$ cat src/rtl/scc_bus_pkg.sv
//--------------------------------------------------------------------------
// slot bus constants for the sound cartridge
// pages 0 to 3 sit at 4000h, 6000h, 8000h and A000h, 8 KB each
// the SCC window only exists while page 2 holds the key bank
//--------------------------------------------------------------------------
package scc_bus_pkg;

	localparam int ADDR_W   = 16;
	localparam int DATA_W   = 8;
	localparam int BANK_W   = 6;

	// page geometry
	localparam int PAGE_NUM   = 4;
	localparam int PAGE_AW    = $clog2(PAGE_NUM);
	localparam int PAGE_SHIFT = 13;
	localparam logic [ADDR_W-1:0] PAGE_BASE = 16'h4000;

	// control register and mapper write windows
	localparam logic [ADDR_W-1:0] CTRL_ADDR   = 16'h7FFC;
	localparam logic [ADDR_W-1:0] MAP_WIN_LEN = 16'h0800;
	localparam logic [PAGE_NUM-1:0][ADDR_W-1:0] MAP_WIN_BASE = {
		16'hB000, 16'h9000, 16'h7000, 16'h5000
	};

	// SCC register window, opened through page 2
	localparam logic [ADDR_W-1:0] SCC_WIN_BASE = 16'h9800;
	localparam logic [ADDR_W-1:0] SCC_WIN_LEN  = 16'h0100;
	localparam int SCC_AW   = $clog2(SCC_WIN_LEN);
	localparam int SCC_PAGE = 2;
	localparam logic [BANK_W-1:0] SCC_BANK_KEY = 6'h3F;

	// work RAM, low address bits go straight through
	localparam int RAM_AW    = 10;
	localparam int RAM_OFS_W = 8;

endpackage

$ cat src/rtl/scc_bank_mapper.sv
//--------------------------------------------------------------------------
// four-page bank mapper
// banks come out of reset as 0, 1, 2, 3
// the SCC window opens while page 2 holds bank 3Fh
//--------------------------------------------------------------------------
`timescale 1ns/100ps

module scc_bank_mapper
	import scc_bus_pkg::*;
(
	input  logic                clk,
	input  logic                n_reset,
	input  logic                i_map_we,
	input  logic [PAGE_AW-1:0]  i_map_page,
	input  logic [DATA_W-1:0]   i_wdata,
	input  logic [ADDR_W-1:0]   i_ta,
	output logic [BANK_W-1:0]   o_page_bank,
	output logic                o_scc_en
);
	logic [PAGE_NUM-1:0][BANK_W-1:0] bank;
	logic [ADDR_W-1:0]               page_off;

	// bank registers load the low 6 bits of the written byte
	always_ff @(posedge clk) begin
		if (!n_reset) begin
			for (int k = 0; k < PAGE_NUM; k++) begin
				bank[k] <= BANK_W'(k);
			end
		end else if (i_map_we) begin
			bank[i_map_page] <= i_wdata[BANK_W-1:0];
		end
	end

	// bank of the page under the current address
	assign page_off    = i_ta - PAGE_BASE;
	assign o_page_bank = bank[page_off[PAGE_SHIFT +: PAGE_AW]];

	assign o_scc_en = (bank[SCC_PAGE] == SCC_BANK_KEY);

	// a bank write must come from the window of the page it loads
	a_map_page: assert property (@(posedge clk) disable iff (!n_reset)
		i_map_we |-> ((i_ta & ~(MAP_WIN_LEN - 1'b1)) == MAP_WIN_BASE[i_map_page]));

endmodule

$ cat config.mk
export PLATFORM = sky130hd
export DESIGN_NAME = scc_bank_mapper
export DESIGN_NICKNAME = d
export VERILOG_FILES = /design/src/rtl/scc_bus_pkg.sv /design/src/rtl/scc_bank_mapper.sv
export SDC_FILE = /design/constraint.sdc
export NUM_CORES = 1
export LEC_CHECK = 0
export BUFFER_PORTS_ARGS = -buffer_cell sky130_fd_sc_hd__buf_2
export CORE_UTILIZATION = 44
export DETAILED_ROUTE_END_ITERATION = 8
export PLACE_DENSITY = 0.74
export SLEW_MARGIN = 15
export SYNTH_ARGS = -nofsm -noshare
export SYNTH_HDL_FRONTEND = slang
export SYNTH_SLANG_ARGS = --single-unit
$ cat constraint.sdc
create_clock -name clk -period 0.98 [get_ports clk]
set_clock_uncertainty 0.1 [all_clocks]
set_input_delay 0.098 -clock clk [delete_from_list [all_inputs] [get_ports clk]]
set_output_delay 0.098 -clock clk [all_outputs]
set_load 0.05 [all_outputs]
==> flow_summary.json <==
{
  "startpoint": "bank[6]",
  "setup_ws_ns": -0.537,
  "violations": "setup timing",
  "endpoint": "o_page_bank[0]",
  "critPathCaptureType": "primary output",
  "cts.path.max_buffers": 2,
  "die_y_um": 51.4,
  "wl_per_cell_um": 14.2,
  "vias_per_cell": 5.14,
  "synth_warnings": 0,
  "cts_tree": "done",
  "initial_utilization_pct": 47.6,
  "grt_max_degree": 21,
  "drv_slew": 0,
  "core_area_mm2": 0.00225,
  "startpoint_type": "flop",
  "final-setup-viol-count": 7,
  "rsz0062_at_grt": "true",
  "p_leak_nw": 0.668,
  "slew_headroom_pct": 81.6,
  "antenna_left": 0,
  "grt_pass1_wl_um": 3680,
  "syn_area_per_cell_um2": 11.1,
  "cts_sinks": 24,
  "place_area_mm2": 0.00128,
  "ys_seq_area_share_pct": 44.8,
  "maxCapViolCount": 0,
  "die_w_um": 51.4,
  "drt-initial-drc-count": 15,
  "min_path_type": "in2reg",
  "rrSetupSlack_ns": 0.12,
  "grt_pass1_vias": 847,
  "ff2ff_path_depth": 3,
  "crit_arrival_ns": 1.32,
  "synth_nets": 126,
  "fin_area_mm2": 0.00143,
  "clk_pin_slew_worst_paths_ns": 0.14,
  "peakVddDrop_mv": 1.44,
  "io_pins": 36,
  "largest_reg_flops": 24,
  "firstDrtPassIters": 4,
  "synth_top_area_share_pct": 44.8,
  "top_regs": "bank x24",
  "cp_max_fo": 2,
  "synth_seq_cells": 24,
  "synthTopCellsByArea": "dfxtp_1, mux2i_1, mux4_2",
  "status": "complete, but fails checks",
  "dpl.hpwl_um": 1690,
  "crit_type": "reg2out",
  "reg2reg_to": "bank[13]",
  "worstPathRequired_ns": 0.78,
  "hold_violations": 0,
  "syn2layout_area_growth_pct": 33.1,
  "ys_types": 13,
  "rows": 17,
  "grt_usage_pct": 19.6,
  "yosysTopAreaCell": "dfxtp_1",
  "antenna_found_initial": 0,
  "fmax_ghz": 0.659,
  "gp_congestion": 0.711,
  "power.density_mw_per_mm2": 1440,
  "regMostFlops": "bank",
  "worst_pin_slew_ns": 0.275,
  "root_buffer": "clkbuf_4",
  "fin_crit_sh_pct": 155,
  "layout-drive-gt1-share_pct": 38.9,
  "synth_area_mm2": 0.00107,
  "htree_levels": 1,
  "cts_buffers": 3,
  "postCtsSetupBuffers": 0,
  "clk_latency_ns": 0.31,
  "holdWs_ns": 0.0105,
  "finalCriticalPeriod_ns": 1.52,
  "num_vias": 818,
  "num_antenna_cells": 0,
  "die_area_mm2": 0.00264,
  "totalWireLength_um": 2260,
  "portBuffers": 19,
  "synthesis.instances": 97,
  "drc_errors": 0,
  "grt_overflow": 0,
  "fin_util_pct": 63.3,
  "reg2reg_from": "bank[13]",
  "fin_nets": 161
}
[where the power goes]
| group | switching [mW] | internal [mW] | leakage [nW] |
|---|---|---|---|
| Clock | 0.295 | 0.413 | 0.0279 |
| Combinational | 0.168 | 0.153 | 0.444 |
| Sequential | 0.0171 | 1.01 | 0.196 |
| Total | 0.480 | 1.58 | 0.668 |
[worst max-delay path, cell delays in order (launching register included)]
cell and delay, ns:
dfxtp_2 0.35, mux4_2 0.49, buf_6 0.17
[synthesized netlist by cell type (all sizes together)]
master	n
nand3	1
mux2i	24
nand2	27
nand3b	2
nor2b	6
nand4	1
nor3b	1
nor2	1
dfxtp	24
buf	2
clkbuf	2
mux4	6
[repair_timing]
action                                  in CTS  in global routing
endpoints found under the setup margin       7                  7
hold buffers                                 4                  0
gates cloned                                 0                  0
pin swaps                                    0                  0
endpoints found under the hold margin       10                  0
gates resized for setup                     17                  3
[how the worst min path moves through the flow]
| stage | end | cells after the start | slack, ns | startpoint |
|---|---|---|---|---|
| 6_report | bank[8] | 3 | 0.01 | i_wdata[2] |
| 5_1_grt | bank[8] | 3 | 0.03 | i_wdata[2] |
| 4_1_cts | bank[9] | 3 | 0.007 | i_wdata[3] |
| 3_5_place_dp | bank[6] | 3 | 0.30 | i_wdata[0] |
| 3_3_place_gp | bank[13] | 3 | 0.28 | i_wdata[1] |
| 2_1_floorplan | bank[12] | 2 | 0.16 | i_wdata[0] |
[metrics by stage]
step / TNS (ns) / std cells / setup WS, ns / power (mW)
2_1_floorplan: -0.812 / 97 / -0.124 / 1.23
5_1_grt: -3.76 / 159 / -0.571 / 2.14
4_1_cts: -3.47 / 159 / -0.537 / 2.07
6_report: -3.41 / 159 / -0.537 / 2.06
3_3_place_gp: -2.08 / 151 / -0.316 / 1.33
3_5_place_dp: -2.32 / 151 / -0.329 / 1.34
[cells by family (layout without fill, tap and decap cells)]
kind of cell,after synthesis,in the layout,synth area share (%)
muxes,30,30,35.0
buffers and inverters,4,38,1.52
DFF,24,24,44.8
and+or+nand+nor,39,39,18.7
[per-layer routing]
metal  track usage [%]  up-vias  part of all wire [%]
li1                  -      408                     -
met1              23.6      390                    45
met2              33.8       18                    51
met3              3.57        2                   3.1
met4              8.11        0                  0.62
met5                 0        -                     0
[cell usage in the layout (no fill, tap or decap), drive strengths merged]
| cell | count |
|---|---|
| mux2i | 24 |
| nand4 | 1 |
| nor2b | 6 |
| nand3 | 1 |
| nand3b | 2 |
| bufinv | 1 |
| mux4 | 6 |
| nor3b | 1 |
| dfxtp | 24 |
| nand2 | 27 |
| buf | 30 |
| clkbuf | 3 |
| nor2 | 1 |
| dlygate4sd3 | 4 |
[final cells by class]
| type | instances | area, um^2 |
|---|---|---|
| Sequential cell | 24 | 488 |
| Clock inverter | 1 | 30.0 |
| Clock buffer | 3 | 22.5 |
| Timing Repair Buffer | 34 | 274 |
| Fill cell | 206 | 827 |
| Multi-Input combinational cell | 69 | 578 |
| Tap cell | 28 | 35.0 |
No activity file was read; power rests on OpenSTA's default activity.
