**src/rtl/scc_bus_pkg.sv**
```systemverilog
//--------------------------------------------------------------------------
// slot bus constants for the sound cartridge
// pages 0 to 3 sit at 4000h, 6000h, 8000h and A000h, 8 KB each
// the SCC window only exists while page 2 holds the key bank
//--------------------------------------------------------------------------
package scc_bus_pkg;

	localparam int ADDR_W   = 16;
	localparam int DATA_W   = 8;
	localparam int BANK_W   = 6;

	// page geometry
	localparam int PAGE_NUM   = 4;
	localparam int PAGE_AW    = $clog2(PAGE_NUM);
	localparam int PAGE_SHIFT = 13;
	localparam logic [ADDR_W-1:0] PAGE_BASE = 16'h4000;

	// control register and mapper write windows
	localparam logic [ADDR_W-1:0] CTRL_ADDR   = 16'h7FFC;
	localparam logic [ADDR_W-1:0] MAP_WIN_LEN = 16'h0800;
	localparam logic [PAGE_NUM-1:0][ADDR_W-1:0] MAP_WIN_BASE = {
		16'hB000, 16'h9000, 16'h7000, 16'h5000
	};

	// SCC register window, opened through page 2
	localparam logic [ADDR_W-1:0] SCC_WIN_BASE = 16'h9800;
	localparam logic [ADDR_W-1:0] SCC_WIN_LEN  = 16'h0100;
	localparam int SCC_AW   = $clog2(SCC_WIN_LEN);
	localparam int SCC_PAGE = 2;
	localparam logic [BANK_W-1:0] SCC_BANK_KEY = 6'h3F;

	// work RAM, low address bits go straight through
	localparam int RAM_AW    = 10;
	localparam int RAM_OFS_W = 8;

endpackage

```
**src/rtl/cart_bus_decode.sv**
```systemverilog
//--------------------------------------------------------------------------
// slot bus decode for the cartridge
// every clock edge with a strobe low is one access, no wait states
// mapper writes are never masked, RAM and SCC accesses are
// read data of both targets is zero when idle, so they are ORed
//--------------------------------------------------------------------------
`timescale 1ns/100ps

module cart_bus_decode
	import scc_bus_pkg::*;
(
	input  logic                clk,
	input  logic                n_reset,
	input  logic                i_n_tsltsl,
	input  logic                i_n_trd,
	input  logic                i_n_twr,
	input  logic [ADDR_W-1:0]   i_ta,
	input  logic [DATA_W-1:0]   i_wdata,
	input  logic [BANK_W-1:0]   i_page_bank,
	input  logic                i_scc_en,
	input  logic [DATA_W-1:0]   i_ram_rdata,
	input  logic                i_ram_rdata_en,
	input  logic [DATA_W-1:0]   i_scc_rdata,
	input  logic                i_scc_rdata_en,
	output logic                o_map_we,
	output logic [PAGE_AW-1:0]  o_map_page,
	output logic                o_ram_we,
	output logic                o_ram_re,
	output logic [RAM_AW-1:0]   o_ram_addr,
	output logic                o_scc_we,
	output logic                o_scc_re,
	output logic [SCC_AW-1:0]   o_scc_addr,
	output logic [DATA_W-1:0]   o_rdata,
	output logic                o_rdata_en
);
	logic [PAGE_NUM-1:0] mask;
	logic [ADDR_W-1:0]   page_off;
	logic                bus_rd;
	logic                bus_wr;
	logic                in_pages;
	logic                map_hit;
	logic                ctrl_wr;
	logic                blocked;
	logic                scc_sel;
	logic                ram_sel;

	// strobes qualified by the slot select
	assign bus_rd = !i_n_tsltsl && !i_n_trd;
	assign bus_wr = !i_n_tsltsl && !i_n_twr;

	// offset from page 0, anything past page 3 or below 4000h is out
	assign page_off = i_ta - PAGE_BASE;
	assign in_pages = page_off[ADDR_W-1:PAGE_SHIFT] < PAGE_NUM;

	// mapper window lookup, 2 KB each
	always_comb begin
		map_hit    = 1'b0;
		o_map_page = '0;
		for (int k = 0; k < PAGE_NUM; k++) begin
			if ((i_ta & ~(MAP_WIN_LEN - 1'b1)) == MAP_WIN_BASE[k]) begin
				map_hit    = 1'b1;
				o_map_page = k[PAGE_AW-1:0];
			end
		end
	end

	//--------------------------------------------------------------------------
	// priority: control, mapper, mask, SCC, RAM
	//--------------------------------------------------------------------------
	assign ctrl_wr  = bus_wr && (i_ta == CTRL_ADDR);
	assign o_map_we = bus_wr && map_hit && !ctrl_wr;
	assign blocked  = ctrl_wr || o_map_we || !in_pages ||
		mask[page_off[PAGE_SHIFT +: PAGE_AW]];
	assign scc_sel  = !blocked && i_scc_en &&
		((i_ta & ~(SCC_WIN_LEN - 1'b1)) == SCC_WIN_BASE);
	assign ram_sel  = !blocked && !scc_sel;

	assign o_scc_we   = scc_sel && bus_wr;
	assign o_scc_re   = scc_sel && bus_rd;
	assign o_scc_addr = i_ta[SCC_AW-1:0];
	assign o_ram_we   = ram_sel && bus_wr;
	assign o_ram_re   = ram_sel && bus_rd;
	// low bank bits pick one of four 256-byte blocks
	assign o_ram_addr = {i_page_bank[RAM_AW-RAM_OFS_W-1:0], i_ta[RAM_OFS_W-1:0]};

	// page mask, bit k blocks page k
	always_ff @(posedge clk) begin
		if (!n_reset) begin
			mask <= '0;
		end else if (ctrl_wr) begin
			mask <= i_wdata[PAGE_NUM-1:0];
		end
	end

	assign o_rdata    = i_ram_rdata | i_scc_rdata;
	assign o_rdata_en = i_ram_rdata_en | i_scc_rdata_en;

	// only one target may answer a given read
	a_one_reader: assert property (@(posedge clk) disable iff (!n_reset)
		!(i_ram_rdata_en && i_scc_rdata_en));

endmodule

```
**config.mk**
```make
export PLATFORM = sky130hd
export DESIGN_NAME = cart_bus_decode
export DESIGN_NICKNAME = d
export VERILOG_FILES = /design/src/rtl/scc_bus_pkg.sv /design/src/rtl/cart_bus_decode.sv
export SDC_FILE = /design/constraint.sdc
export NUM_CORES = 1
export LEC_CHECK = 0
export BUFFER_PORTS_ARGS = -buffer_cell sky130_fd_sc_hd__buf_2
export CAP_MARGIN = 10
export CORE_ASPECT_RATIO = 1.1
export CORE_UTILIZATION = 32
export CTS_BUF_LIST = sky130_fd_sc_hd__clkbuf_4
export DETAILED_ROUTE_END_ITERATION = 16
export PLACE_DENSITY = 0.92
export SLEW_MARGIN = 20
export SYNTH_ARGS = -nofsm -noshare
export SYNTH_HDL_FRONTEND = slang
export SYNTH_SLANG_ARGS = --single-unit
export TNS_END_PERCENT = 1
```
**constraint.sdc**
```tcl
create_clock -name clk -period 4.1 [get_ports clk]
set_input_delay 0.41 -clock clk [delete_from_list [all_inputs] [get_ports clk]]
set_output_delay 0.41 -clock clk [all_outputs]
set_load 0.01 [all_outputs]
```
==> results.cfg <==
[power_and_ir_drop]
internal-power_uw = 104
power_density_nw_per_um2 = 175
irDropWorstVdd_uv = 161
p_sw_uw = 44.7
p_seq_share_pct = 26.2
pwr-share-comb_pct = 41.1
total_leakage_power_uw = 0.000487
p_sw_share_pct = 30.0
clkPwrFrac_pct = 32.7

[timing]
fin_ws_ps = 1680
worst_pin_slew_ps = 560
rsz0062_at_grt = false
clock_skew_ps = 0
fin_crit_sh_pct = 59.1
tns_ps = 0
finalMaxSlewViolations = 0
hold_viol_final = 0
setup-violations-final = 0
fmax_mhz = 413
hold_slack_ps = 429
max_slew_margin_pct = 62.4
period_minus_slack_ps = 2420

[drt]
dr.first_iter.drc_count = 7
drt-total-wl_um = 1530
dr.pass1.iters = 2
drc = 0
dr_total_vias = 695
avgRoutedWirePerCell_um = 10.1
viasPerCell = 4.60
ant_nets = 0

[setup_path]
cp_cell_sequence = buf_2 > mux4_2 > or2_0 > or3b_1 > nor4_1 > buf_2
path_buf_inv = 2
cpMostUsedCell = buf_2
critPathKind = input port to primary output
critPathMaxFanout = 4
startpoint_type = input port
critPathSlowestCell = mux4_2
endpoint_kind = primary output
critical_path.max_stage_delay_ps = 480
worstPathArrival_ps = 2010
worstPathRequired_ps = 3690
cpLargestDelayFamily = simple AND/OR/NAND/NOR gates

[worst_hold_path]
hold_path.class = input port to register

[final_layout]
largest_reg_flops = 4
final_area_um2 = 852
drive_above_1_share_pct = 67.2
antenna_cells = 0
top_register = mask
nNetsFinal = 192
nFillCells = 169
final_util_pct = 52.8
area_growth_pct = 49.0
multiInputGateArea_um2 = 342
top_regs = mask x4
seq_area_um2 = 80.1

[global_routing]
grt_pass1_wl_um = 2210
antenna_found_initial = 0
grt_overflow_total = 0
grt_usage_pct = 14.9
first_global_vias = 552
grt_max_degree = 9

[placed_design]
post_dp_cell_area_um2 = 830
portBuffers = 75
gp_congestion = 0.820
place_ws_ps = 1700
hpwl_um = 1370

[clocking]
root_buffer = clkbuf_4
cts-resized-gates = 0
cts_hold_buf = 0
clock_latency_ps = 230
cts_tree = built
clockBufferDepth = 2
htreeDepth = 1
cts_setup_buffers = 0
clk_pin_slew_worst_paths_ps = 40
numCtsBuffers = 3
clock_sinks = 4

[run_status]
outcome = complete, no violations

[run]
cap_violations = 0

[floorplanning]
dieArea_um2 = 1960
core_area_um2 = 1610
initial_core_util_pct = 35.4
io_pins = 88
fp.dieW_um = 42.3
core.rowCount = 15
die_h_um = 46.3

[logic_synthesis]
synth.avg_cell_area_um2 = 7.62
syn-instance-count = 75
synth-seq-cells = 4
ys_warn_count = 0
netlist-cell-type-count = 23
ys_seq_area_share_pct = 14.0
syn_nets = 131
netlist_area_um2 = 572
[layout make-up]
cell class,instances,area share [%]
inverters,3,1.32
clock buffers,3,2.64
repair buffers,75,44.1
well taps,17,2.50
multi-input cells,49,40.1
flip-flops and latches,4,9.40
[worst reg2reg max path, cell delays in order (launching register included)]
cell,delay [ps]
dfxtp_1,320
nand2_1,60
mux2i_1,100
[kinds of logic (layout without fill, tap and decap cells)]
logic type                 Yosys count  after routing  share of synthesized area (%)
adders and majority gates            2              2                           4.38
xor gates and xnor gates             1              1                           1.53
muxes                                5              5                           10.9
DFF                                  4              4                           14.0
buffers and inverters               22             81                           26.3
and+or+nand+nor                     41             41                           42.9
[layout by cell type (no fill, tap or decap)]
cell	netlist	routed
nor2_1	2	2
or3b_1	1	1
nand2_1	10	10
mux2i_1	4	4
ha_1	2	2
mux4_2	1	1
dfxtp_1	4	4
nand3_1	2	2
nand4b_1	2	2
nor4_4	1	1
and3_1	1	1
xor2_1	1	1
or2_0	1	1
inv_1	3	3
or2_2	9	9
nor4_1	3	3
nor2b_1	2	2
nand4_1	2	2
and3_2	1	1
clkbuf_4	0	3
nand2b_1	2	2
buf_2	0	75
nor3_1	2	2
[metal layers]
metal / part of all wire (%) / GRT usage [%]
met1: 35 / 15.7
met2: 54 / 27.4
met3: 11 / 6.27
met4: 0 / 4.38
met5: 0 / 0
[worst paths after layout]
kind / from / endpoint / slack (ps) / cells past startpoint
min reg2reg: mask[3] / mask[3] / 460 / 2
max: i_ta[13] / o_ram_we / 1680 / 6
max reg2reg: mask[1] / mask[1] / 3550 / 2
min: i_wdata[3] / mask[3] / 430 / 3
[synthesized netlist by cell type]
cell type	count	share of area (%)
mux4_2	1	3.9
mux2i_1	4	7.0
ha_1	2	4.4
buf_4	18	24
nor4_1	3	3.3
nor3_1	2	1.8
nand3_1	2	1.8
nor2b_1	2	2.2
dfxtp_1	4	14
or2_0	1	1.1
nor4_4	1	3.7
xor2_1	1	1.5
nand4_1	2	2.2
buf_1	1	0.66
nand2_1	10	6.6
inv_1	3	2.0
nand4b_1	2	3.1
or2_2	9	9.8
and3_1	1	1.1
nor2_1	2	1.3
nand2b_1	2	2.2
and3_2	1	1.3
or3b_1	1	1.5
[through the flow]
stage                     std cells  power, uW
after floorplan                  75       76.8
after global routing            151        163
after CTS                       151        153
final                           151        149
after global placement          148        100
after detailed placement        148        102
[power groups by stage]
stage / clock [uW] / combinational [uW] / sequential, uW
after detailed placement: 0 / 61.8 / 39.7
after CTS: 51.8 / 61.9 / 39.1
after floorplan: 0 / 37.1 / 39.7
after global placement: 0 / 60.5 / 39.7
final: 48.8 / 61.3 / 39.1
after global routing: 55.5 / 68.2 / 39.0
Power figures use the tool's default switching activity.
