### src/rtl/scc_bus_pkg.sv
//--------------------------------------------------------------------------
// slot bus constants for the sound cartridge
// pages 0 to 3 sit at 4000h, 6000h, 8000h and A000h, 8 KB each
// the SCC window only exists while page 2 holds the key bank
//--------------------------------------------------------------------------
package scc_bus_pkg;

	localparam int ADDR_W   = 16;
	localparam int DATA_W   = 8;
	localparam int BANK_W   = 6;

	// page geometry
	localparam int PAGE_NUM   = 4;
	localparam int PAGE_AW    = $clog2(PAGE_NUM);
	localparam int PAGE_SHIFT = 13;
	localparam logic [ADDR_W-1:0] PAGE_BASE = 16'h4000;

	// control register and mapper write windows
	localparam logic [ADDR_W-1:0] CTRL_ADDR   = 16'h7FFC;
	localparam logic [ADDR_W-1:0] MAP_WIN_LEN = 16'h0800;
	localparam logic [PAGE_NUM-1:0][ADDR_W-1:0] MAP_WIN_BASE = {
		16'hB000, 16'h9000, 16'h7000, 16'h5000
	};

	// SCC register window, opened through page 2
	localparam logic [ADDR_W-1:0] SCC_WIN_BASE = 16'h9800;
	localparam logic [ADDR_W-1:0] SCC_WIN_LEN  = 16'h0100;
	localparam int SCC_AW   = $clog2(SCC_WIN_LEN);
	localparam int SCC_PAGE = 2;
	localparam logic [BANK_W-1:0] SCC_BANK_KEY = 6'h3F;

	// work RAM, low address bits go straight through
	localparam int RAM_AW    = 10;
	localparam int RAM_OFS_W = 8;

endpackage

### src/rtl/scc_sound_pkg.sv
//--------------------------------------------------------------------------
// wave-table sound constants and the register byte view
// five channels, 32 signed bytes per waveform, 11-bit signed mix
//--------------------------------------------------------------------------
package scc_sound_pkg;

	localparam int CH_NUM   = 5;
	localparam int CH_AW    = $clog2(CH_NUM);
	localparam int WAVE_LEN = 32;
	localparam int WAVE_AW  = $clog2(WAVE_LEN);
	localparam int WAVE_W   = 8;
	localparam int PERIOD_W = 12;
	localparam int VOL_W    = 4;
	localparam int VOL_SHIFT = 4;
	localparam int SOUND_W  = 11;

	// signed wave byte times zero-extended volume
	localparam int PROD_W = WAVE_W + VOL_W + 1;

	// register map inside the SCC window, waveforms start at 00h
	localparam logic [7:0] REG_PERIOD = 8'hA0;
	localparam logic [7:0] REG_VOLUME = 8'hAA;
	localparam logic [7:0] REG_CH_EN  = 8'hAF;

	// one written byte, decoded by the register it lands in
	typedef union packed {
		logic [7:0] raw;
		struct packed {
			logic [15-PERIOD_W:0] unused;
			logic [PERIOD_W-9:0]  bits;
		} period_hi;
		struct packed {
			logic [7-VOL_W:0] unused;
			logic [VOL_W-1:0] level;
		} volume;
	} scc_reg_byte_u;

endpackage

### src/rtl/scc_wave_regs.sv
//--------------------------------------------------------------------------
// SCC register file: waveforms, periods, volumes and channel enables
// waveform memory is not cleared by reset, load it before use
// reads from B0h upwards return zero, deformation register not present
//--------------------------------------------------------------------------
`timescale 1ns/100ps

module scc_wave_regs
	import scc_bus_pkg::*;
	import scc_sound_pkg::*;
(
	input  logic                               clk,
	input  logic                               n_reset,
	input  logic                               i_we,
	input  logic                               i_re,
	input  logic [SCC_AW-1:0]                  i_addr,
	input  logic [DATA_W-1:0]                  i_wdata,
	input  logic [CH_NUM-1:0][WAVE_AW-1:0]     i_wave_idx,
	output logic [DATA_W-1:0]                  o_rdata,
	output logic                               o_rdata_en,
	output logic [CH_NUM-1:0][WAVE_W-1:0]      o_wave_byte,
	output logic [CH_NUM-1:0][PERIOD_W-1:0]    o_period,
	output logic [CH_NUM-1:0][VOL_W-1:0]       o_volume,
	output logic [CH_NUM-1:0]                  o_ch_en
);
	logic [WAVE_W-1:0] wave_mem [CH_NUM*WAVE_LEN];
	scc_reg_byte_u     wbyte;
	logic [SCC_AW-1:0] per_off;
	logic [SCC_AW-1:0] vol_off;
	logic [CH_AW-1:0]  per_ch;
	logic [CH_AW-1:0]  vol_ch;
	logic              is_wave;
	logic              is_per;
	logic              is_vol;
	logic              is_en;
	logic [DATA_W-1:0] rd_val;

	// register address decode
	assign wbyte   = i_wdata;
	assign per_off = i_addr - REG_PERIOD;
	assign vol_off = i_addr - REG_VOLUME;
	assign per_ch  = per_off[CH_AW:1];
	assign vol_ch  = vol_off[CH_AW-1:0];
	assign is_wave = i_addr < REG_PERIOD;
	assign is_per  = !is_wave && (i_addr < REG_VOLUME);
	assign is_vol  = (i_addr >= REG_VOLUME) && (i_addr < REG_CH_EN);
	assign is_en   = (i_addr == REG_CH_EN);

	// 32 bytes per channel, channel 0 first
	always_ff @(posedge clk) begin
		if (i_we && is_wave) begin
			wave_mem[i_addr] <= wbyte.raw;
		end
	end

	// one tap per channel for the tone generator
	always_comb begin
		for (int c = 0; c < CH_NUM; c++) begin
			o_wave_byte[c] = wave_mem[c*WAVE_LEN + i_wave_idx[c]];
		end
	end

	//--------------------------------------------------------------------------
	// period pairs are low byte at even offset, high nibble at odd
	//--------------------------------------------------------------------------
	always_ff @(posedge clk) begin
		if (!n_reset) begin
			o_period <= '0;
			o_volume <= '0;
			o_ch_en  <= '0;
		end else if (i_we) begin
			if (is_per && !per_off[0])
				o_period[per_ch][7:0] <= wbyte.raw;
			if (is_per && per_off[0])
				o_period[per_ch][PERIOD_W-1:8] <= wbyte.period_hi.bits;
			if (is_vol)
				o_volume[vol_ch] <= wbyte.volume.level;
			if (is_en)
				o_ch_en <= wbyte.raw[CH_NUM-1:0];
		end
	end

	// read mux, unused bits read as zero
	always_comb begin
		rd_val = '0;
		if (is_wave)
			rd_val = wave_mem[i_addr];
		else if (is_per && !per_off[0])
			rd_val = o_period[per_ch][7:0];
		else if (is_per)
			rd_val = DATA_W'(o_period[per_ch][PERIOD_W-1:8]);
		else if (is_vol)
			rd_val = DATA_W'(o_volume[vol_ch]);
		else if (is_en)
			rd_val = DATA_W'(o_ch_en);
	end

	// one cycle read latency, data held at zero between reads
	always_ff @(posedge clk) begin
		if (!n_reset) begin
			o_rdata    <= '0;
			o_rdata_en <= 1'b0;
		end else begin
			o_rdata    <= i_re ? rd_val : '0;
			o_rdata_en <= i_re;
		end
	end

endmodule

### config.mk
export PLATFORM = sky130hd
export DESIGN_NAME = scc_wave_regs
export DESIGN_NICKNAME = d
export VERILOG_FILES = /design/src/rtl/scc_bus_pkg.sv /design/src/rtl/scc_sound_pkg.sv /design/src/rtl/scc_wave_regs.sv
export SDC_FILE = /design/constraint.sdc
export NUM_CORES = 2
export LEC_CHECK = 0
export BUFFER_PORTS_ARGS = -buffer_cell sky130_fd_sc_hd__buf_2
export CAP_MARGIN = 20
export CORE_MARGIN = 5
export CORE_UTILIZATION = 60
export DETAILED_ROUTE_END_ITERATION = 6
export GPL_TIMING_DRIVEN = 1
export PLACE_DENSITY = 0.77
export SLEW_MARGIN = 20
export SYNTH_ARGS = -nofsm -noshare
export SYNTH_HDL_FRONTEND = slang
export SYNTH_SLANG_ARGS = --single-unit
### constraint.sdc
create_clock -name clk -period 3.9 [get_ports clk]
set_clock_uncertainty 0.2 [all_clocks]
set_input_delay 0.39 -clock clk [delete_from_list [all_inputs] [get_ports clk]]
set_output_delay 0.39 -clock clk [all_outputs]
set_load 0.02 [all_outputs]
==> run_results.csv <==
group,metric,value,unit
outcome,status,"complete, but fails checks",
outcome,violations,"hold timing",
clock_network,root_buffer,"clkbuf_16",
placed_design,io_buffers,178,
die,dieHeight,337,um
pwr,p_per_area,445,mW/mm2
worst_setup_path,crit_arrival,3.84,ns
die,die_w,337,um
worst_setup_path,cp_cell_sequence,"dlygate4sd3_1 > buf_8 > buf_12 > buf_4 > mux4_2 > mux2i_1 > nor3_1 > a311oi_1 > and3_1 > a31oi_1",
logic_synthesis,yosysMostFrequentCell,"edfxtp_1",
global_routing,grt_antenna_before_repair,12,
worst_hold_path,min_from,"i_wdata[2]",
sta,hold_viol_final,6,
clock_network,post-cts-setup-buffers,0,
clock_network,clockBufferDepth,3,
routing,drt_iter0_markers,5949,
placed_design,dp_hpwl,122000,um
global_routing,grt_first_pass_wirelength,270000,um
layout,layout.nets,3640,
worst_setup_path,cp_data_required_time,4.31,ns
routing,drt-wirelength-per-cell,36.5,um
logic_synthesis,synth_fp_nets,3345,
clock_network,numClockSinks,1374,
clock_network,cts_buffers,142,
die,die_area,0.113,mm2
sta,worstMarginPinSlew,1.20,ns
sta,finalCritPeriodShare,87.9,%
clock_network,clock_latency,0.76,ns
layout,area_growth,13.0,%
sta,max_slew_margin,19.8,%
worst_setup_path,crit_fanout,42,
die,core-area,0.106,mm2
routing,num_vias,38200,
placed_design,dp_cells,4829,
logic_synthesis,yosys.area.top_type,"edfxtp_1",
logic_synthesis,synth_warnings,0,
logic_synthesis,yosys-top-cells-area,"edfxtp_1, mux4_2, dfxtp_1, mux2i_1, nor2_1",
die,rows,119,
sta,rsz0062_at_grt,"false",
flow_run,maxCapViolations,0,
placed_design,globalplace.congestion,0.918,
sta,period_minus_slack,3.43,ns
worst_setup_path,critPathTopFamily,"buffers and inverters",
routing,viasPerCell,7.49,
logic_synthesis,synthMuxAreaShare,28.6,%
global_routing,grt_pass1_vias,38700,
worst_setup_path,critPathKind,"in2reg",
worst_setup_path,r2r_start,"wave_mem[46][0]$_DFFE_PP_",
layout,final-instance-count-excl-fill,5098,
logic_synthesis,synth_top_family_by_area,"multiplexers",
logic_synthesis,synth_fa_ha_area_share,0.0782,%
worst_setup_path,end_kind,"flip-flop",
logic_synthesis,seq_area_frac_synth,63.0,%
routing,dr.pass1.iters,6,
worst_setup_path,startpoint,"i_addr[1]",
placed_design,dpl_cell_area,0.0676,mm2
sta,fmax,292,MHz
layout,drive_above_1_share,38.1,%
logic_synthesis,synth_area,0.0640,mm2
layout,final_area,0.0723,mm2
die,pin_count,179,
die,start_util,60.6,%
clock_network,ctsResizeCount,0,
logic_synthesis,synth_compound_area_share,2.75,%
global_routing,overflow,0,
routing,wl,186000,um
clock_network,hold_buffers,7,
worst_setup_path,slowest_delay,0.57,ns
sta,hold_ws,-0.00959,ns
worst_setup_path,cp_slowest_cell,"dlygate4sd3_1",
pwr,vdd_drop_max,454,uV
logic_synthesis,ys_ff_latch,1374,
worst_setup_path,critPathLaunchType,"primary input",
logic_synthesis,synth-simple-area-share,3.51,%
worst_hold_path,hold_class,"in2reg",
clock_network,cts_tree,"built",
logic_synthesis,synth_common_cells,"edfxtp_1, mux4_2, nor2_1",
pwr,p_leak,0.0233,uW
logic_synthesis,synthArstFlopShare,0,%
logic_synthesis,synthXorXnorAreaFrac,0,%
sta,setup_violations,0,
logic_synthesis,yosysUniqueCellTypes,68,
global_routing,grt_use_total,33.1,%
logic_synthesis,netlist_instances,3296,
logic_synthesis,synth_edf_count,1280,
logic_synthesis,yosysTopAreaCellShare,60.0,%
routing,drc,0,
routing,drt.antenna.violating_nets,0,
worst_setup_path,worst-path-buf-inv,4,
sta,slew_viol_final,0,
global_routing,grt_max_degree,146,
clock_network,ctsHtreeMaxLevel,4,
layout,fin_util,68.4,%
logic_synthesis,synth.avg_cell_area,19.4,um2
sta,tns,0,ns
clock_network,clk_transition_reported_paths,0.07,ns
logic_synthesis,ys.flop_type,"edfxtp_1",
==> sequential cells by signal, summed over array words and instances (netlist names) <==
signal	cells
o_period	60
o_rdata_en	1
o_ch_en	5
o_rdata	8
wave_mem	1280
o_volume	20
==> report_power, final <==
group | total [uW] | internal (uW) | switching, uW
registers | 16100 | 16100 | 18.0
clock network | 13500 | 7710 | 5750
logic | 2620 | 1090 | 1530
==> metal layers <==
layer	share of wire [%]	global-route usage (%)	vias to the layer above
li1	-	-	14600
met1	34	44.6	19900
met2	48	52.0	3113
met3	13	8.97	521
met4	5.2	14.6	6
met5	0.017	0	-
==> cell type report <==
| cell class | count | area, um2 |
|---|---|---|
| Clock buffer | 173 | 3800 |
| Clock inverter | 81 | 774 |
| Sequential cell | 1374 | 40300 |
| Timing Repair Buffer | 412 | 3240 |
| Inverter | 11 | 43.8 |
| Tap cell | 1391 | 1740 |
| Antenna cell | 6 | 15.0 |
| Multi-Input combinational cell | 1650 | 22400 |
| Fill cell | 6460 | 33400 |
==> stage by stage <==
| stage | setup slack (ns) | total power [uW] |
|---|---|---|
| final | 0.473 | 32200 |
| after global routing | 0.488 | 33000 |
| after CTS | 0.564 | 32300 |
| after detailed placement | 0.346 | 19000 |
| after global placement | 0.315 | 19000 |
| after floorplan | 0.930 | 18000 |
==> cells in the final DEF (no fill, tap or decap), types with 10 or more instances in the layout <==
master | synthesis | final
nand3_1 | 34 | 34
nor2_1 | 190 | 184
dfxtp_1 | 94 | 94
buf_12 | 3 | 38
edfxtp_1 | 1280 | 1280
clkinv_2 | 0 | 27
nor2b_1 | 87 | 85
bufinv_16 | 0 | 11
buf_4 | 13 | 196
clkbuf_16 | 0 | 145
mux2_2 | 51 | 51
mux2i_1 | 148 | 148
clkbuf_1 | 127 | 21
inv_6 | 0 | 10
o211ai_1 | 10 | 10
clkinv_1 | 1 | 22
a21oi_1 | 32 | 32
a31oi_1 | 11 | 11
nor3_1 | 17 | 17
buf_2 | 72 | 162
a22oi_1 | 71 | 71
a21boi_0 | 14 | 14
mux4_2 | 721 | 721
o22ai_1 | 10 | 10
o21ai_0 | 30 | 30
nand2_1 | 103 | 103
==> path summary, 6_finish.rpt <==
kind	end	slack (ns)	depth (start not counted)
hold reg to reg	o_ch_en[1]$_SDFFE_PN0P_	0.31	2
setup / recovery	o_rdata[5]$_SDFF_PN0_	0.47	10
hold / removal	wave_mem[77][2]$_DFFE_PP_	-0.01	1
setup reg to reg	o_rdata[0]$_SDFF_PN0_	1.15	6
==> cell families after synthesis <==
| logic type | count (synthesis) |
|---|---|
| DFF | 1374 |
| muxes | 920 |
| and+or+nand+nor | 477 |
| buffers and inverters | 272 |
| AOI/OAI and AO/OA | 249 |
| adders and majority gates | 4 |
(Power assumes the default switching activity.)
