`config.mk`:
```
export PLATFORM = sky130hd
export DESIGN_NAME = scc_tone_gen
export DESIGN_NICKNAME = d
export VERILOG_FILES = /design/src/rtl/scc_sound_pkg.sv /design/src/rtl/scc_tone_gen.sv
export SDC_FILE = /design/constraint.sdc
export NUM_CORES = 1
export LEC_CHECK = 0
export CORE_MARGIN = 4
export CORE_UTILIZATION = 40
export DETAILED_ROUTE_END_ITERATION = 10
export DONT_BUFFER_PORTS = 1
export SLEW_MARGIN = 0
export SYNTH_ARGS = -nofsm -noshare
export SYNTH_HDL_FRONTEND = slang
export SYNTH_SLANG_ARGS = --single-unit
```
`constraint.sdc`:
```
create_clock -name clk -period 4.4 [get_ports clk]
set_input_delay 0 -clock clk [delete_from_list [all_inputs] [get_ports clk]]
set_output_delay 0 -clock clk [all_outputs]
set_load 0.1 [all_outputs]
```
`src/rtl/scc_sound_pkg.sv`:
```
//--------------------------------------------------------------------------
// wave-table sound constants and the register byte view
// five channels, 32 signed bytes per waveform, 11-bit signed mix
//--------------------------------------------------------------------------
package scc_sound_pkg;

	localparam int CH_NUM   = 5;
	localparam int CH_AW    = $clog2(CH_NUM);
	localparam int WAVE_LEN = 32;
	localparam int WAVE_AW  = $clog2(WAVE_LEN);
	localparam int WAVE_W   = 8;
	localparam int PERIOD_W = 12;
	localparam int VOL_W    = 4;
	localparam int VOL_SHIFT = 4;
	localparam int SOUND_W  = 11;

	// signed wave byte times zero-extended volume
	localparam int PROD_W = WAVE_W + VOL_W + 1;

	// register map inside the SCC window, waveforms start at 00h
	localparam logic [7:0] REG_PERIOD = 8'hA0;
	localparam logic [7:0] REG_VOLUME = 8'hAA;
	localparam logic [7:0] REG_CH_EN  = 8'hAF;

	// one written byte, decoded by the register it lands in
	typedef union packed {
		logic [7:0] raw;
		struct packed {
			logic [15-PERIOD_W:0] unused;
			logic [PERIOD_W-9:0]  bits;
		} period_hi;
		struct packed {
			logic [7-VOL_W:0] unused;
			logic [VOL_W-1:0] level;
		} volume;
	} scc_reg_byte_u;

endpackage

```
`src/rtl/scc_tone_gen.sv`:
```
//--------------------------------------------------------------------------
// five-channel wave-table tone generator and mixer
// counters only run on edges with i_mclk_pcen_n low
// a disabled channel holds its index and contributes zero
//--------------------------------------------------------------------------
`timescale 1ns/100ps

module scc_tone_gen
	import scc_sound_pkg::*;
(
	input  logic                             clk,
	input  logic                             n_reset,
	input  logic                             i_mclk_pcen_n,
	input  logic [CH_NUM-1:0][PERIOD_W-1:0]  i_period,
	input  logic [CH_NUM-1:0][VOL_W-1:0]     i_volume,
	input  logic [CH_NUM-1:0]                i_ch_en,
	input  logic [CH_NUM-1:0][WAVE_W-1:0]    i_wave_byte,
	output logic [CH_NUM-1:0][WAVE_AW-1:0]   o_wave_idx,
	output logic signed [SOUND_W-1:0]        o_sound
);
	logic [CH_NUM-1:0][PERIOD_W-1:0] cnt;
	logic [CH_NUM-1:0][PROD_W-1:0]   prod;
	logic [CH_NUM-1:0][WAVE_W-1:0]   sample;
	logic signed [SOUND_W-1:0]       mix;

	//--------------------------------------------------------------------------
	// index steps once every period+1 enabled edges
	//--------------------------------------------------------------------------
	always_ff @(posedge clk) begin
		if (!n_reset) begin
			cnt        <= '0;
			o_wave_idx <= '0;
		end else if (!i_mclk_pcen_n) begin
			for (int c = 0; c < CH_NUM; c++) begin
				if (i_ch_en[c] && (cnt[c] == '0)) begin
					cnt[c]        <= i_period[c];
					o_wave_idx[c] <= o_wave_idx[c] + 1'b1;
				end else if (i_ch_en[c]) begin
					cnt[c] <= cnt[c] - 1'b1;
				end
			end
		end
	end

	// signed byte times a zero-extended volume
	always_comb begin
		for (int c = 0; c < CH_NUM; c++) begin
			prod[c] = $signed(i_wave_byte[c]) * $signed({1'b0, i_volume[c]});
		end
	end

	// sum of five 8-bit samples fits in 11 bits signed
	always_comb begin
		mix = '0;
		for (int c = 0; c < CH_NUM; c++) begin
			mix = mix + SOUND_W'($signed(sample[c]));
		end
	end

	// sample stage then mix stage on enabled edges
	always_ff @(posedge clk) begin
		if (!n_reset) begin
			sample  <= '0;
			o_sound <= '0;
		end else if (!i_mclk_pcen_n) begin
			for (int c = 0; c < CH_NUM; c++) begin
				// arithmetic shift right by 4 keeps the result in a byte
				sample[c] <= i_ch_en[c] ? prod[c][VOL_SHIFT +: WAVE_W] : '0;
			end
			o_sound <= mix;
		end
	end

	// bits above the sample slice must only repeat its sign
	for (genvar c = 0; c < CH_NUM; c++) begin : g_fit_chk
		a_prod_fit: assert property (@(posedge clk) disable iff (!n_reset)
			(!i_mclk_pcen_n && i_ch_en[c] && !$isunknown(prod[c])) |->
			((prod[c][PROD_W-1:VOL_SHIFT+WAVE_W-1] == '0) ||
			(prod[c][PROD_W-1:VOL_SHIFT+WAVE_W-1] == '1)));
	end

endmodule

```
==> flow_summary.yaml, run 1 <==
synth:
  syn_nets: 1828
  async_flop_share_pct: 0
  synth.cell_area_um2: 12300
  syn_area_per_cell_um2: 8.29
  synth_top_area_share_pct: 22.1
  synth_edf_count: 0
  synthTopCellsByArea: "dfxtp_1 (22%), fa_1 (16%), ha_1 (12%)"
  syn_inst: 1483
  synth_seq_area_share_pct: 22.1
  synth_warnings: 0
  synth.ff_latch_count: 136
  ys_types: 69
  yosysMostFrequentCell: "inv_1"
  synth_top_cell_by_area: "dfxtp_1"
  synth_ff_type: "dfxtp_1"
  synth_common_cells: "inv_1 (215), dfxtp_1 (136), nand2_1 (132)"
cells_and_area:
  regArea_um2: 2720
  area_delta_synth_final_pct: 13.8
  stdcell_area_um2: 14000
  multiInputGateArea_um2: 8600
  nets: 1885
  layout-drive-gt1-share_pct: 3.80
  fillers: 2983
clock_tree:
  cts_root_buf: "clkbuf_16"
  clock_latency_ns: 0.43
  cts_buffers: 17
  h-tree-depth: 4
  cts_setup_buffers: 0
  cts_tree: "built"
  post_cts_resized: 0
  max-clock-path-buffers: 2
  cts.sinks: 136
  holdBufCountCts: 69
  clk_pin_slew_worst_paths_ns: 0.07
placement:
  port_buffers: 0
  place.gp.congestion: 0.812
  placed_cell_area_um2: 12700
  dp.final_hpwl_um: 22300
timing:
  relSlewSlack_pct: 24.7
  slew_violations: 0
  fin_crit_sh_pct: 92.8
  finalClockSkew_ns: 0.00750
  fmax_mhz: 245
  post-route-min-period_ns: 4.09
  max_slew.worst_pin.slew_ns: 1.13
  finalSetupViolations: 0
  finalHoldViolCount: 0
  rsz0062_at_grt: "no"
  finalSetupTns_ns: 0
route:
  antenna_left: 0
  wl_um: 28300
  first_pass_iters: 4
  avgViaCountPerCell: 5.12
  wl_per_cell_um: 14.6
  vias: 9951
  route.detailed.drc: 0
  first_iter_violations: 331
worst_setup_path:
  crit_start: "sample[1]$_SDFFE_PN0N_"
  rr_worst_depth: 15
  worstSetupEndpoint: "o_sound[7]$_SDFFE_PN0N_"
  r2r-start: "sample[1]$_SDFFE_PN0N_"
  path_class: "flop to flop"
  critPathCaptureType: "flop"
  r2r_end: "o_sound[7]$_SDFFE_PN0N_"
  worst-path-max-fanout: 3
  r2r_slack_ns: 0.31
  cp.required_ns: 4.77
  crit_path_start_kind: "flop"
  cp.arrival_ns: 4.45
outcome:
  outcome: "finished clean"
global_route:
  grt_pass1_vias: 9808
  antenna_found_initial: 0
  grt_overflow: 0
  grt_usage_pct: 17.0
  grt_start_max_net_pins: 63
  grt_pass1_wl_um: 47600
die:
  design.core.area_um2: 30000
  fp-row-count: 63
  fp.dieH_um: 183
  dieWidth_um: 183
  start_util_pct: 41.0
  die-area_um2: 33600
  ios: 164
power:
  ir_drop_mv: 0.248
  leakage_uw: 0.00633
  powerDensity_nw_per_um2: 376
worst_hold_path:
  worstHoldStart: "i_ch_en[1]"
  min_path_type: "primary input to flop"
run:
  maxCapViolations: 0
-- worst min-delay path by stage --
stage / slack [ns] / cells after the start / end
floorplan: 0.15 / 2 / cnt[54]$_SDFFE_PN0P_
global placement: 0.12 / 2 / cnt[12]$_SDFFE_PN0P_
detailed placement: 0.13 / 2 / cnt[12]$_SDFFE_PN0P_
CTS: 0.01 / 3 / cnt[49]$_SDFFE_PN0P_
global route: 0.06 / 4 / o_wave_idx[20]$_SDFFE_PN0P_
finish: 0.03 / 4 / cnt[22]$_SDFFE_PN0P_
-- report_power, final --
group	switching [uW]	internal [uW]	total (uW)
Combinational	1130	899	2030
Sequential	407	1380	1790
Clock	586	854	1440
-- layout make-up --
class | instances | area share (%)
inverter | 215 | 5.78
clock buffer | 19 | 3.17
sequential | 136 | 19.5
clock inverter | 13 | 1.05
timing repair buffer | 78 | 5.56
multi-input combinational | 1092 | 61.5
antenna | 1 | 0.0179
tap | 390 | 3.49
-- through the flow --
stage | hold WS, ns | instances | util [%] | total power [uW] | setup slack [ns]
final | 0.0287 | 1944 | 46.7 | 5250 | 0.315
after global routing | 0.0610 | 1943 | 46.7 | 5690 | 0.0477
after CTS | 0.0126 | 1943 | 46.7 | 5320 | 0.303
after detailed placement | 0.133 | 1842 | 42.3 | 3790 | 0.813
after global placement | 0.124 | 1842 | 42.3 | 3750 | 0.817
after floorplan | 0.150 | 1483 | - | 3360 | 1.03
-- flip-flops by register name, summed over array words and instances (netlist names) --
signal	count
cnt	60
sample	40
o_wave_idx	25
o_sound	11
-- critical path, cell delays in order (launching register included) --
cell	delay, ns
dfxtp_1	0.32
inv_1	0.06
fa_1	0.56
fa_1	0.43
fa_1	0.44
inv_1	0.06
ha_1	0.19
inv_1	0.08
fa_1	0.42
nor2b_1	0.15
o21ai_0	0.11
a21oi_1	0.21
nor2_1	0.08
xor2_1	0.14
o31ai_1	0.18
dlygate4sd3_1	0.58
-- cells by family (layout without fill, tap and decap cells) --
logic type	after synthesis	after routing	share of synthesized area, %
AO/OA/AOI/OAI	260	260	13.1
XOR/XNOR	81	81	5.77
adder cells (fa/ha/maj)	217	217	28.3
buffers and inverters	255	325	7.90
flip-flops	136	136	22.1
multiplexers	17	17	1.41
other	0	1	0
AND/OR/NAND/NOR	517	517	21.4
-- routing by layer --
metal | vias to the layer above | part of all wire [%] | track usage (%) | routed length (um)
li1 | 5052 | - | - | -
met1 | 4698 | 47 | 22.7 | 13200
met2 | 182 | 48 | 28.7 | 13500
met3 | 19 | 4.7 | 3.21 | 1320
met4 | 0 | 0.97 | 3.69 | 276
met5 | - | 0 | 0 | 0
-- cell usage in the layout (no fill, tap or decap), drive strengths merged, types with 11 or more instances in the layout --
cell type,n
nand3,25
nor3,37
a21oi,82
or3,13
and2,108
nor2b,13
nand2,132
dfxtp,136
xor2,45
o211ai,11
buf,11
nand2b,14
xnor2,36
inv,216
clkbuf,19
nor2,112
o21ai,66
fa,101
ha,116
mux2i,14
a211oi,14
dlygate4sd3,67
nand4,23
(Power assumes the default switching activity.)
==> run 2, diff against run 1 <==
==> constraint.sdc (replaced) <==
create_clock -name clk -period 4.4 [get_ports clk]
set_input_delay 0.44 -clock clk [delete_from_list [all_inputs] [get_ports clk]]
set_output_delay 0.44 -clock clk [all_outputs]
set_load 0.1 [all_outputs]
==> run 2 against run 1 <==
- cell count fell by 3.7%
- global-route usage decreased by 0.65 points
- combinational power shrank 3%
- die area did not move
- routed wire length shrank 4.1%
- final area shrank 5.1%
- clock power about the same
- register-to-register slack improved by 0.41 ns
- worst setup slack improved by 0.41 ns
- total power shrank 1.1%
- critical path depth decreased by 1
- highest routed layer is now met5
- via count fell by 3.1%
==> flow_summary.yaml, run 2 (synthesis results as in run 1) <==
die:
  dieWidth_um: 183
  design.core.area_um2: 30000
  fp.dieH_um: 183
  ios: 164
  fp-row-count: 63
  start_util_pct: 41.0
  die-area_um2: 33600
worst_setup_path:
  r2r_slack_ns: 0.73
  cp.arrival_ns: 3.96
  crit_path_start_kind: "flop"
  path_class: "flop to flop"
  cp.required_ns: 4.69
  critPathCaptureType: "flop"
  worst-path-max-fanout: 3
timing:
  post-route-min-period_ns: 3.67
  finalSetupViolations: 0
  max_slew.worst_pin.slew_ns: 1.14
  fin_crit_sh_pct: 83.4
  rsz0062_at_grt: "no"
  finalClockSkew_ns: 0.00923
  finalSetupTns_ns: 0
  finalHoldViolCount: 0
  slew_violations: 0
  relSlewSlack_pct: 24.1
  fmax_mhz: 272
clock_tree:
  cts_tree: "built"
  holdBufCountCts: 0
  max-clock-path-buffers: 2
  clk_pin_slew_worst_paths_ns: 0.06
  cts_buffers: 17
  post_cts_resized: 0
  cts_setup_buffers: 0
  h-tree-depth: 4
  cts_root_buf: "clkbuf_16"
  clock_latency_ns: 0.43
  cts.sinks: 136
cells_and_area:
  fillers: 3018
  largestRegisters: "cnt (60), sample (40), o_wave_idx (25)"
  layout_commonest_cell: "inv_1"
  regArea_um2: 2720
  regMostFlops: "cnt"
  layout-drive-gt1-share_pct: 3.78
  stdcell_area_um2: 13300
  layout_common_cells: "inv_1 (214), dfxtp_1 (136), nand2_1 (132)"
  nets: 1816
  multiInputGateArea_um2: 8600
  utilization_pct: 44.3
  area_delta_synth_final_pct: 8.04
  n_antenna_cell: 0
  largest_register_ffs: 60
  final_cells: 1873
power:
  ir_drop_mv: 0.248
  powerDensity_nw_per_um2: 391
  leakage_uw: 0.00605
route:
  first_iter_violations: 424
  avgViaCountPerCell: 5.15
  dr_wl_met2_um: 12600
  highest_layer: "met5"
  dr_wl_met3_um: 1260
  antenna_left: 0
  first_pass_iters: 5
  vias: 9641
  wl_um: 27200
  route.detailed.drc: 0
  wl_per_cell_um: 14.5
  met1_length_um: 13000
placement:
  place.gp.congestion: 0.833
  port_buffers: 0
  dp.final_hpwl_um: 22100
  dpl.cell_count: 1842
  placed_cell_area_um2: 12700
global_route:
  antenna_found_initial: 1
  grt_usage_pct: 16.3
  grt_pass1_wl_um: 45900
  grt_pass1_vias: 9490
  grt_start_max_net_pins: 51
  grt_overflow: 0
worst_hold_path:
  min_path_type: "primary input to flop"
outcome:
  outcome: "finished clean"
run:
  maxCapViolations: 0
run 2: cell count changes in the layout (fill, tap and decap cells not counted):
| cell | before | now |
|---|---|---|
| dlygate4sd3_1 | 67 | 0 |
| inv_6 | 2 | 0 |
| clkinvlp_4 | 5 | 1 |
| clkinv_2 | 2 | 5 |
| bufinv_16 | 2 | 3 |
| diode_2 | 1 | 0 |
| clkinv_4 | 3 | 4 |
| buf_12 | 2 | 0 |
run 2: area by class of cell:
class,instances,area share [%]
clock inverter,12,1.15
multi-input combinational,1092,64.7
inverter,215,6.09
clock buffer,19,3.34
timing repair buffer,9,0.509
tap,390,3.67
sequential,136,20.5
run 2: critical path: stages, from the launching register on:
cell	delay [ns]
dfxtp_1	0.33
inv_1	0.06
fa_1	0.53
inv_1	0.05
fa_1	0.47
inv_1	0.05
fa_1	0.52
inv_1	0.05
ha_1	0.29
a211oi_1	0.31
o21ai_0	0.15
nand2b_1	0.14
a31oi_1	0.11
and3b_1	0.17
a2111oi_0	0.33
run 2: path summary, 6_finish.rpt:
| kind | from | to | cells after the start |
|---|---|---|---|
| max reg2reg | sample[2]$_SDFFE_PN0N_ | o_sound[10]$_SDFFE_PN0N_ | 14 |
| min reg2reg | sample[4]$_SDFFE_PN0N_ | sample[4]$_SDFFE_PN0N_ | 2 |
| max | sample[2]$_SDFFE_PN0N_ | o_sound[10]$_SDFFE_PN0N_ | 14 |
| min | n_reset | cnt[12]$_SDFFE_PN0P_ | 2 |
run 2: metrics by stage:
| step | setup slack [ns] | hold slack, ns | power [uW] |
|---|---|---|---|
| detailed placement | 0.711 | 0.450 | 3780 |
| finish | 0.730 | 0.138 | 5190 |
| CTS | 0.698 | 0.118 | 5260 |
| global placement | 0.743 | 0.444 | 3740 |
| floorplan | 0.863 | 0.425 | 3360 |
| global route | 0.432 | 0.117 | 5630 |
run 2: routing by layer:
layer | vias up | track usage [%]
met2 | 160 | 26.5
met4 | 2 | 3.55
met5 | - | 0
met3 | 22 | 3.57
met1 | 4530 | 22.4
li1 | 4927 | -
run 2: power breakdown:
part	internal, uW	switching [uW]	total, uW
logic	854	1100	1960
clock network	902	557	1460
registers	1380	398	1780
